### config.mk
export PLATFORM = sky130hd
export DESIGN_NAME = tof_histogram_top
export DESIGN_NICKNAME = d
export VERILOG_FILES = /design/src/design/tof_pkg.sv /design/src/design/hit_router.sv /design/src/design/hist_builder.sv /design/src/design/depth_combiner.sv /design/src/design/tof_histogram_top.sv
export SDC_FILE = /design/constraint.sdc
export NUM_CORES = 1
export LEC_CHECK = 0
export BUFFER_PORTS_ARGS = -buffer_cell sky130_fd_sc_hd__buf_2
export CAP_MARGIN = 30
export CORE_ASPECT_RATIO = 1.1
export CORE_MARGIN = 5
export CORE_UTILIZATION = 51
export CTS_CLUSTER_SIZE = 8
export DETAILED_ROUTE_END_ITERATION = 6
export HOLD_SLACK_MARGIN = 0.05
export PLACE_DENSITY_LB_ADDON = 0.05
export SETUP_SLACK_MARGIN = 0.3
export SLEW_MARGIN = 20
export SYNTH_ARGS = -nofsm -noshare
export SYNTH_HDL_FRONTEND = slang
export SYNTH_SLANG_ARGS = --single-unit
### constraint.sdc
create_clock -name clk -period 9.2 [get_ports clk]
set_input_delay 0.92 -clock clk [delete_from_list [all_inputs] [get_ports clk]]
set_output_delay 0.92 -clock clk [all_outputs]
set_load 0.02 [all_outputs]
### src/design/tof_pkg.sv
package tof_pkg;

    // hit code split into two fields
    // upper field picks the coarse bin
    localparam int COARSE_W = 4;

    // lower field picks the fine bin inside one coarse bin
    localparam int FINE_W = 4;

    // full code as it arrives from the TDC
    localparam int CODE_W = COARSE_W + FINE_W;

    // bin index types
    typedef logic [COARSE_W-1:0] coarse_bin_t;
    typedef logic [FINE_W-1:0] fine_bin_t;

    // depth word, window in the upper field, fine peak in the lower field
    typedef logic [CODE_W-1:0] depth_t;

    // per-bin counters
    // coarse bins collect every hit of a frame, so they get more headroom
    typedef logic [11:0] coarse_cnt_t;

    // fine bins only see the hits inside the window
    typedef logic [7:0] fine_cnt_t;

endpackage

### src/design/hit_router.sv
`timescale 1ns/1ps

module hit_router import tof_pkg::*; #(
    parameter int ACQ_NUM = 4,
    parameter int BLANK_CYCLES = 18
) (
    input  logic                clk,
    input  logic                res,
    input  logic                hit,
    input  logic [CODE_W-1:0]   hit_code,
    input  logic                sync,
    input  coarse_bin_t         fine_window,
    output logic                coarse_hit,
    output coarse_bin_t         coarse_bin,
    output logic                fine_hit,
    output fine_bin_t           fine_bin,
    output logic                frame_end
);

    // sync counter range 0 .. ACQ_NUM-1
    localparam int SYNC_W = $clog2(ACQ_NUM + 1);
    // blanking also covers the frame_end cycle itself
    localparam int BLANK_W = $clog2(BLANK_CYCLES + 2);

    logic [SYNC_W-1:0]  sync_cnt;
    logic [BLANK_W-1:0] blank_cnt;
    logic               blanking;
    logic               hit_ok;
    logic               sync_ok;
    logic               last_sync;
    coarse_bin_t        code_hi;
    fine_bin_t          code_lo;

    // dead time after the frame, builders are scanning
    assign blanking  = (blank_cnt != '0);
    assign hit_ok    = hit && !blanking;
    assign sync_ok   = sync && !blanking;
    assign last_sync = sync_ok && (sync_cnt == SYNC_W'(ACQ_NUM - 1));

    // code fields
    assign code_hi = hit_code[CODE_W-1 -: COARSE_W];
    assign code_lo = hit_code[FINE_W-1:0];

    // frame counting and blanking
    always_ff @(posedge clk or negedge res) begin
        if (!res) begin
            sync_cnt  <= '0;
            blank_cnt <= '0;
            frame_end <= 1'b0;
        end else begin
            frame_end <= last_sync;
            if (last_sync) begin
                sync_cnt <= '0;
                // frame_end cycle plus BLANK_CYCLES after it
                blank_cnt <= BLANK_W'(BLANK_CYCLES + 1);
            end else begin
                if (sync_ok) begin
                    sync_cnt <= sync_cnt + 1'b1;
                end
                if (blanking) begin
                    blank_cnt <= blank_cnt - 1'b1;
                end
            end
        end
    end

    // hit strobes, one cycle behind the input
    always_ff @(posedge clk or negedge res) begin
        if (!res) begin
            coarse_hit <= 1'b0;
            fine_hit   <= 1'b0;
        end else begin
            coarse_hit <= hit_ok;
            // fine side only takes hits in the current window
            fine_hit   <= hit_ok && (code_hi == fine_window);
        end
    end

    // bin indices ride along with the strobes
    always_ff @(posedge clk) begin
        coarse_bin <= code_hi;
        fine_bin   <= code_lo;
    end

endmodule

### src/design/hist_builder.sv
`timescale 1ns/1ps

module hist_builder import tof_pkg::*; #(
    parameter int NBINS = 16,
    parameter type count_t = fine_cnt_t,
    localparam int IDX_W = $clog2(NBINS)
) (
    input  logic                clk,
    input  logic                res,
    input  logic                bin_hit,
    input  logic [IDX_W-1:0]    bin,
    input  logic                frame_end,
    output logic                peak_valid,
    output logic [IDX_W-1:0]    peak_bin,
    output count_t              peak_count
);

    localparam logic [IDX_W-1:0] LAST_IDX = IDX_W'(NBINS - 1);

    // one counter per bin
    count_t mem [NBINS];

    // scan state
    logic               scanning;
    logic [IDX_W-1:0]   scan_idx;
    logic [IDX_W-1:0]   best_bin;
    count_t             best_cnt;

    // read side of the increment
    count_t             inc_old;
    count_t             inc_new;

    // read side of the scan
    count_t             scan_cnt;
    logic               scan_take;
    logic [IDX_W-1:0]   next_bin;
    count_t             next_cnt;

    // saturating increment, sticks at the top of count_t
    assign inc_old = mem[bin];
    assign inc_new = (inc_old == '1) ? inc_old : count_t'(inc_old + 1'b1);

    // strictly greater, so on a tie the lower index stays
    assign scan_cnt  = mem[scan_idx];
    assign scan_take = (scan_cnt > best_cnt);
    assign next_bin  = scan_take ? scan_idx : best_bin;
    assign next_cnt  = scan_take ? scan_cnt : best_cnt;

    // bin memory, increment outside the scan, clear during it
    always_ff @(posedge clk or negedge res) begin
        if (!res) begin
            for (int i = 0; i < NBINS; i++) begin
                mem[i] <= '0;
            end
        end else if (scanning) begin
            // read-and-clear, one bin per cycle
            mem[scan_idx] <= '0;
        end else if (bin_hit) begin
            mem[bin] <= inc_new;
        end
    end

    // scan control
    always_ff @(posedge clk or negedge res) begin
        if (!res) begin
            scanning   <= 1'b0;
            scan_idx   <= '0;
            peak_valid <= 1'b0;
        end else begin
            peak_valid <= 1'b0;
            if (scanning) begin
                if (scan_idx == LAST_IDX) begin
                    scanning   <= 1'b0;
                    scan_idx   <= '0;
                    peak_valid <= 1'b1;
                end else begin
                    scan_idx <= scan_idx + 1'b1;
                end
            end else if (frame_end) begin
                // start at bin 0 on the next cycle
                scanning <= 1'b1;
                scan_idx <= '0;
            end
        end
    end

    // running maximum
    // empty histogram falls out as bin 0 count 0
    always_ff @(posedge clk) begin
        if (frame_end && !scanning) begin
            best_bin <= '0;
            best_cnt <= '0;
        end else if (scanning) begin
            best_bin <= next_bin;
            best_cnt <= next_cnt;
        end
    end

    // peak report, last compare folded in
    always_ff @(posedge clk) begin
        if (scanning && (scan_idx == LAST_IDX)) begin
            peak_bin   <= next_bin;
            peak_count <= next_cnt;
        end
    end

endmodule

### src/design/depth_combiner.sv
`timescale 1ns/1ps

module depth_combiner import tof_pkg::*; (
    input  logic            clk,
    input  logic            res,
    input  logic            coarse_valid_in,
    input  coarse_bin_t     coarse_bin_in,
    input  coarse_cnt_t     coarse_cnt_in,
    input  logic            fine_valid_in,
    input  fine_bin_t       fine_bin_in,
    input  fine_cnt_t       fine_cnt_in,
    output coarse_bin_t     fine_window,
    output logic            coarse_valid,
    output coarse_bin_t     coarse_peak,
    output coarse_cnt_t     coarse_count,
    output logic            depth_valid,
    output depth_t          depth,
    output fine_cnt_t       fine_count
);

    // pending flags, one per report
    logic           c_pend;
    logic           f_pend;
    logic           both;

    // held reports
    coarse_bin_t    c_bin_q;
    coarse_cnt_t    c_cnt_q;
    fine_bin_t      f_bin_q;
    fine_cnt_t      f_cnt_q;

    assign both = c_pend && f_pend;

    // control, flags and window
    always_ff @(posedge clk or negedge res) begin
        if (!res) begin
            c_pend       <= 1'b0;
            f_pend       <= 1'b0;
            coarse_valid <= 1'b0;
            depth_valid  <= 1'b0;
            fine_window  <= '0;
        end else begin
            coarse_valid <= both;
            depth_valid  <= both;
            if (both) begin
                c_pend <= 1'b0;
                f_pend <= 1'b0;
                // next frame looks around the new coarse peak
                fine_window <= c_bin_q;
            end
            // new report wins over the clear
            if (coarse_valid_in) begin
                c_pend <= 1'b1;
            end
            if (fine_valid_in) begin
                f_pend <= 1'b1;
            end
        end
    end

    // report capture
    always_ff @(posedge clk) begin
        if (coarse_valid_in) begin
            c_bin_q <= coarse_bin_in;
            c_cnt_q <= coarse_cnt_in;
        end
        if (fine_valid_in) begin
            f_bin_q <= fine_bin_in;
            f_cnt_q <= fine_cnt_in;
        end
    end

    // outputs, window is still the one of the finished frame here
    always_ff @(posedge clk) begin
        if (both) begin
            coarse_peak  <= c_bin_q;
            coarse_count <= c_cnt_q;
            depth        <= {fine_window, f_bin_q};
            fine_count   <= f_cnt_q;
        end
    end

endmodule

### src/design/tof_histogram_top.sv
`timescale 1ns/1ps

module tof_histogram_top import tof_pkg::*; #(
    parameter int ACQ_NUM = 4
) (
    input  logic                clk,
    input  logic                res,
    input  logic                hit,
    input  logic [CODE_W-1:0]   hit_code,
    input  logic                sync,
    output logic                coarse_valid,
    output coarse_bin_t         coarse_peak,
    output coarse_cnt_t         coarse_count,
    output logic                depth_valid,
    output depth_t              depth,
    output fine_cnt_t           fine_count
);

    // bin counts follow the code fields
    localparam int NBINS_C = 2 ** COARSE_W;
    localparam int NBINS_F = 2 ** FINE_W;
    // dead time covers the longer scan plus report
    localparam int BLANK_CYCLES = ((NBINS_C > NBINS_F) ? NBINS_C : NBINS_F) + 2;

    // router to builders
    logic           coarse_hit;
    coarse_bin_t    coarse_bin;
    logic           fine_hit;
    fine_bin_t      fine_bin;
    logic           frame_end;

    // builders to combiner
    logic           c_peak_valid;
    coarse_bin_t    c_peak_bin;
    coarse_cnt_t    c_peak_count;
    logic           f_peak_valid;
    fine_bin_t      f_peak_bin;
    fine_cnt_t      f_peak_count;

    // combiner back to router
    coarse_bin_t    fine_window;

    hit_router #(
        .ACQ_NUM      (ACQ_NUM),
        .BLANK_CYCLES (BLANK_CYCLES)
    ) i_hit_router (
        .clk         (clk),
        .res         (res),
        .hit         (hit),
        .hit_code    (hit_code),
        .sync        (sync),
        .fine_window (fine_window),
        .coarse_hit  (coarse_hit),
        .coarse_bin  (coarse_bin),
        .fine_hit    (fine_hit),
        .fine_bin    (fine_bin),
        .frame_end   (frame_end)
    );

    // coarse histogram, wide counters
    hist_builder #(
        .NBINS   (NBINS_C),
        .count_t (coarse_cnt_t)
    ) i_coarse_hist (
        .clk        (clk),
        .res        (res),
        .bin_hit    (coarse_hit),
        .bin        (coarse_bin),
        .frame_end  (frame_end),
        .peak_valid (c_peak_valid),
        .peak_bin   (c_peak_bin),
        .peak_count (c_peak_count)
    );

    // fine histogram, windowed hits only
    hist_builder #(
        .NBINS   (NBINS_F),
        .count_t (fine_cnt_t)
    ) i_fine_hist (
        .clk        (clk),
        .res        (res),
        .bin_hit    (fine_hit),
        .bin        (fine_bin),
        .frame_end  (frame_end),
        .peak_valid (f_peak_valid),
        .peak_bin   (f_peak_bin),
        .peak_count (f_peak_count)
    );

    depth_combiner i_depth_combiner (
        .clk             (clk),
        .res             (res),
        .coarse_valid_in (c_peak_valid),
        .coarse_bin_in   (c_peak_bin),
        .coarse_cnt_in   (c_peak_count),
        .fine_valid_in   (f_peak_valid),
        .fine_bin_in     (f_peak_bin),
        .fine_cnt_in     (f_peak_count),
        .fine_window     (fine_window),
        .coarse_valid    (coarse_valid),
        .coarse_peak     (coarse_peak),
        .coarse_count    (coarse_count),
        .depth_valid     (depth_valid),
        .depth           (depth),
        .fine_count      (fine_count)
    );

endmodule

==> impl_metrics.yaml <==
outcome:
  result_of_the_run: "complete, no violations"
detailed_routing:
  vias_per_cell: 6.51
  drt-met1-wl_um: 27300
  drt_first_iter_violations: 1511
  dr_total_vias: 15800
  dr.max_layer_used: "met4"
  number_of_antenna_violating_nets_in_the_routed_design: 0
  met3_length_um: 4960
  wl_per_cell_um: 26.1
  drt_pass1_iterations: 5
  detail_route.drc_violations: 0
  totalWireLength_um: 63300
  length_of_routed_met2_wiring_um: 29500
setup_path:
  largest_fanout_on_the_critical_path: 20
  cp_slowest_cell: "sky130_fd_sc_hd__dfrtp_2"
  path_delay_family: "multiplexers"
  cp_data_arrival_time_ns: 5.53
  r2r_setup_slack_ns: 4.14
  crit_path_max_incr_delay_ns: 0.75
  required_ns: 9.67
  critical_path.endpoint: "i_fine_hist.best_cnt[6]"
  worst_setup_path_start_kind: "flip-flop"
  endpoint_kind: "flip-flop"
  cp_startpoint: "i_fine_hist.scan_idx[0]"
  path_cells: "buf_4 > mux4_2 > mux4_2 > ha_1 > nor2b_1 > o21a_1 > o21a_1 > o21ai_0 > a21oi_1 > o31ai_1 > buf_4 > mux2_2 > a21o_1"
  r2r.worst_path.cells: 13
  worst-setup-path-type: "flip-flop to flip-flop"
  crit_cells: 13
  critical_path_buf_inv_count: 2
  regToRegEndpoint: "i_fine_hist.best_cnt[6]"
  reg2reg_launch_point: "i_fine_hist.scan_idx[0]"
worst_hold_path:
  holdCritPathClass: "input port to asynchronous set/reset pin"
cells_and_area:
  final_common_cell: "sky130_fd_sc_hd__dfrtp_1"
  mostFrequentLayoutCells: "347 x sky130_fd_sc_hd__dfrtp_1, 202 x sky130_fd_sc_hd__nand2_1, 174 x sky130_fd_sc_hd__a22o_1, 171 x sky130_fd_sc_hd__mux4_2, 151 x sky130_fd_sc_hd__o21ai_0"
  layout.nets: 1843
  finish.instance_area_mm2: 0.0260
  synthToLayoutAreaGrowth_pct: 12.4
  final_layout_size_suffix_gt1_frac: 0.229
  layoutNonFillerInstCount: 2422
synth:
  yosys_warnings: 0
  postSynthCellCount: 1749
  synth_edf_count: 88
  postSynthRegisterBits: 474
  synthFlopType: "sky130_fd_sc_hd__dfrtp_1"
  synth.net_count: 1794
  async_flop_share: 0.738
  post_syn_area_per_cell_um2: 13.2
  synth.lib_cells_used.distinct: 66
  synth.yosys.seq_area_share: 0.524
  synth.cell_area_mm2: 0.0231
pwr:
  peak_supply_drop_uv: 117
  cellPowerDensity_mw_per_mm2: 226
  leakagePower_nw: 11.1
placement:
  number_of_buffers_inserted_by_port_buffering: 45
  placed_cell_area_mm2: 0.0239
  dp_hpwl_um: 41600
  placed_cells: 2301
  gpl.final_weighted_congestion: 0.898
  place_ws_ns: 4.14
clock_tree:
  ctsRootBufferMaster: "sky130_fd_sc_hd__clkbuf_16"
  path_clk_slew_ns: 0.05
  cts_tree: "done"
  number_of_gates_given_a_new_drive_strength_after_cts: 0
  post_cts.repair.setup_buffers: 0
  clock-sinks: 474
  hold_fix_buffers_at_cts: 0
  clk_latency_ns: 0.59
  htreeDepth: 3
  clock_path_buffers: 3
  cts_buffers: 69
global_route:
  grt_antenna_before_repair: 0
  grt-ovfl-total: 0
  grt_pass1_wl_um: 99000
  grt_start_max_net_pins: 160
  first_global_vias: 16000
  total_grt_usage: 0.261
sta:
  timing.slew.headroom: 0.325
  fmax_mhz: 198
  hold_viol_final: 0
  setup_violations: 0
  fin_worst_skew_ns: 0.0290
  final.min_clock_period_ns: 5.06
  period_share: 0.550
  tightest_slew_ns: 1.01
  postLayoutSetupSlackWorst_ns: 4.14
  setup_tns_ns: 0
  unrepaired_setup_endpoints_after_global_routing: "no"
  max_slew_violation_count: 0
floorplan:
  floorplan.core_area_mm2: 0.0447
  rows: 81
  ios: 46
  floorplan.initialDensity: 0.518
  floorplan.die_area_mm2: 0.0497
  die_height_um: 233
  floorplan.die.width_um: 213
job:
  drv_cap: 0
## synth_stat cells, types with 16 or more instances
cell type                  count  area [µm²]
sky130_fd_sc_hd__mux4_2      171        3850
sky130_fd_sc_hd__dfrtp_1     350        8760
sky130_fd_sc_hd__o21ai_0     151         756
sky130_fd_sc_hd__a22o_1      174        1520
sky130_fd_sc_hd__mux2_2       35         394
sky130_fd_sc_hd__inv_1        37         139
sky130_fd_sc_hd__dfxtp_1      36         721
sky130_fd_sc_hd__a22oi_1      16         120
sky130_fd_sc_hd__nor3_1       32         160
sky130_fd_sc_hd__nor2_1       56         210
sky130_fd_sc_hd__nor3b_1      16         120
sky130_fd_sc_hd__ha_1         33         413
sky130_fd_sc_hd__nand3_1      26         130
sky130_fd_sc_hd__edfxtp_1     88        2640
sky130_fd_sc_hd__buf_2        18        90.1
sky130_fd_sc_hd__a21oi_1      41         205
sky130_fd_sc_hd__a21o_1       35         263
sky130_fd_sc_hd__clkbuf_1     66         248
sky130_fd_sc_hd__nand2_1     202         758
## flip-flops by register name, summed over array words and instances (netlist names), 5 cells and up
name                           count
i_depth_combiner.coarse_count     12
i_depth_combiner.c_cnt_q          12
i_fine_hist.best_cnt               8
i_fine_hist.peak_count             8
i_depth_combiner.fine_count        8
i_coarse_hist.peak_count          12
i_depth_combiner.f_cnt_q           8
i_depth_combiner.depth             8
i_coarse_hist.best_cnt            12
i_hit_router.blank_cnt             5
i_fine_hist.mem                  128
i_coarse_hist.mem                192
## report_power, final
group / switching, W / leakage [nW] / internal, W
Combinational: 0.000642 / 4.16 / 0.000473
Sequential: 0.000142 / 5.94 / 0.00226
Clock: 0.000911 / 0.956 / 0.00145
Total: 0.00170 / 11.1 / 0.00418
## cells by family after synthesis
kind of cell | count (synthesis) | share of synthesized area
AO/OA/AOI/OAI | 446 | 0.135
XOR/XNOR | 13 | 0.00525
adder cells (fa/ha/maj) | 33 | 0.0178
buffers and inverters | 156 | 0.0320
flip-flops | 474 | 0.524
multiplexers | 236 | 0.208
AND/OR/NAND/NOR | 391 | 0.0779
## worst min path at each step
stage	slack, ns	end	from	cells after the start
floorplan	0.40	i_depth_combiner.c_bin_q[0]	i_coarse_hist.peak_bin[0]	0
global placement	0.40	i_depth_combiner.c_cnt_q[5]	i_coarse_hist.peak_count[5]	0
detailed placement	0.40	i_depth_combiner.c_cnt_q[6]	i_coarse_hist.peak_count[6]	0
CTS	0.41	i_hit_router.fine_bin[0]	hit_code[0]	1
global route	0.42	i_depth_combiner.c_cnt_q[7]	i_coarse_hist.peak_count[7]	0
finish	0.38	i_coarse_hist.mem[184]	res	1
## cell type report
cell class	count	area, µm²
flip-flops and latches	474	12100
multi-input cells	1119	10300
well taps	581	727
clock inverters	5	80.1
fillers	3506	18700
clock buffers	108	1920
repair buffers	96	677
diodes	1	2.50
inverters	38	143
## stage by stage
stage	util	power, W	hold slack [ns]
6_report	0.582	0.00588	0.380
5_1_grt	0.582	0.00614	0.419
4_1_cts	0.580	0.00593	0.409
3_5_place_dp	0.536	0.00355	0.405
3_3_place_gp	0.534	0.00353	0.400
2_1_floorplan	-	0.00323	0.400
## layer usage
metal  GRT usage  vias up
li1            -     6840
met1       0.381     8177
met2       0.397      641
met3      0.0574      105
met4      0.0802        0
met5           0        -
No activity file was read; power rests on OpenSTA's default activity.
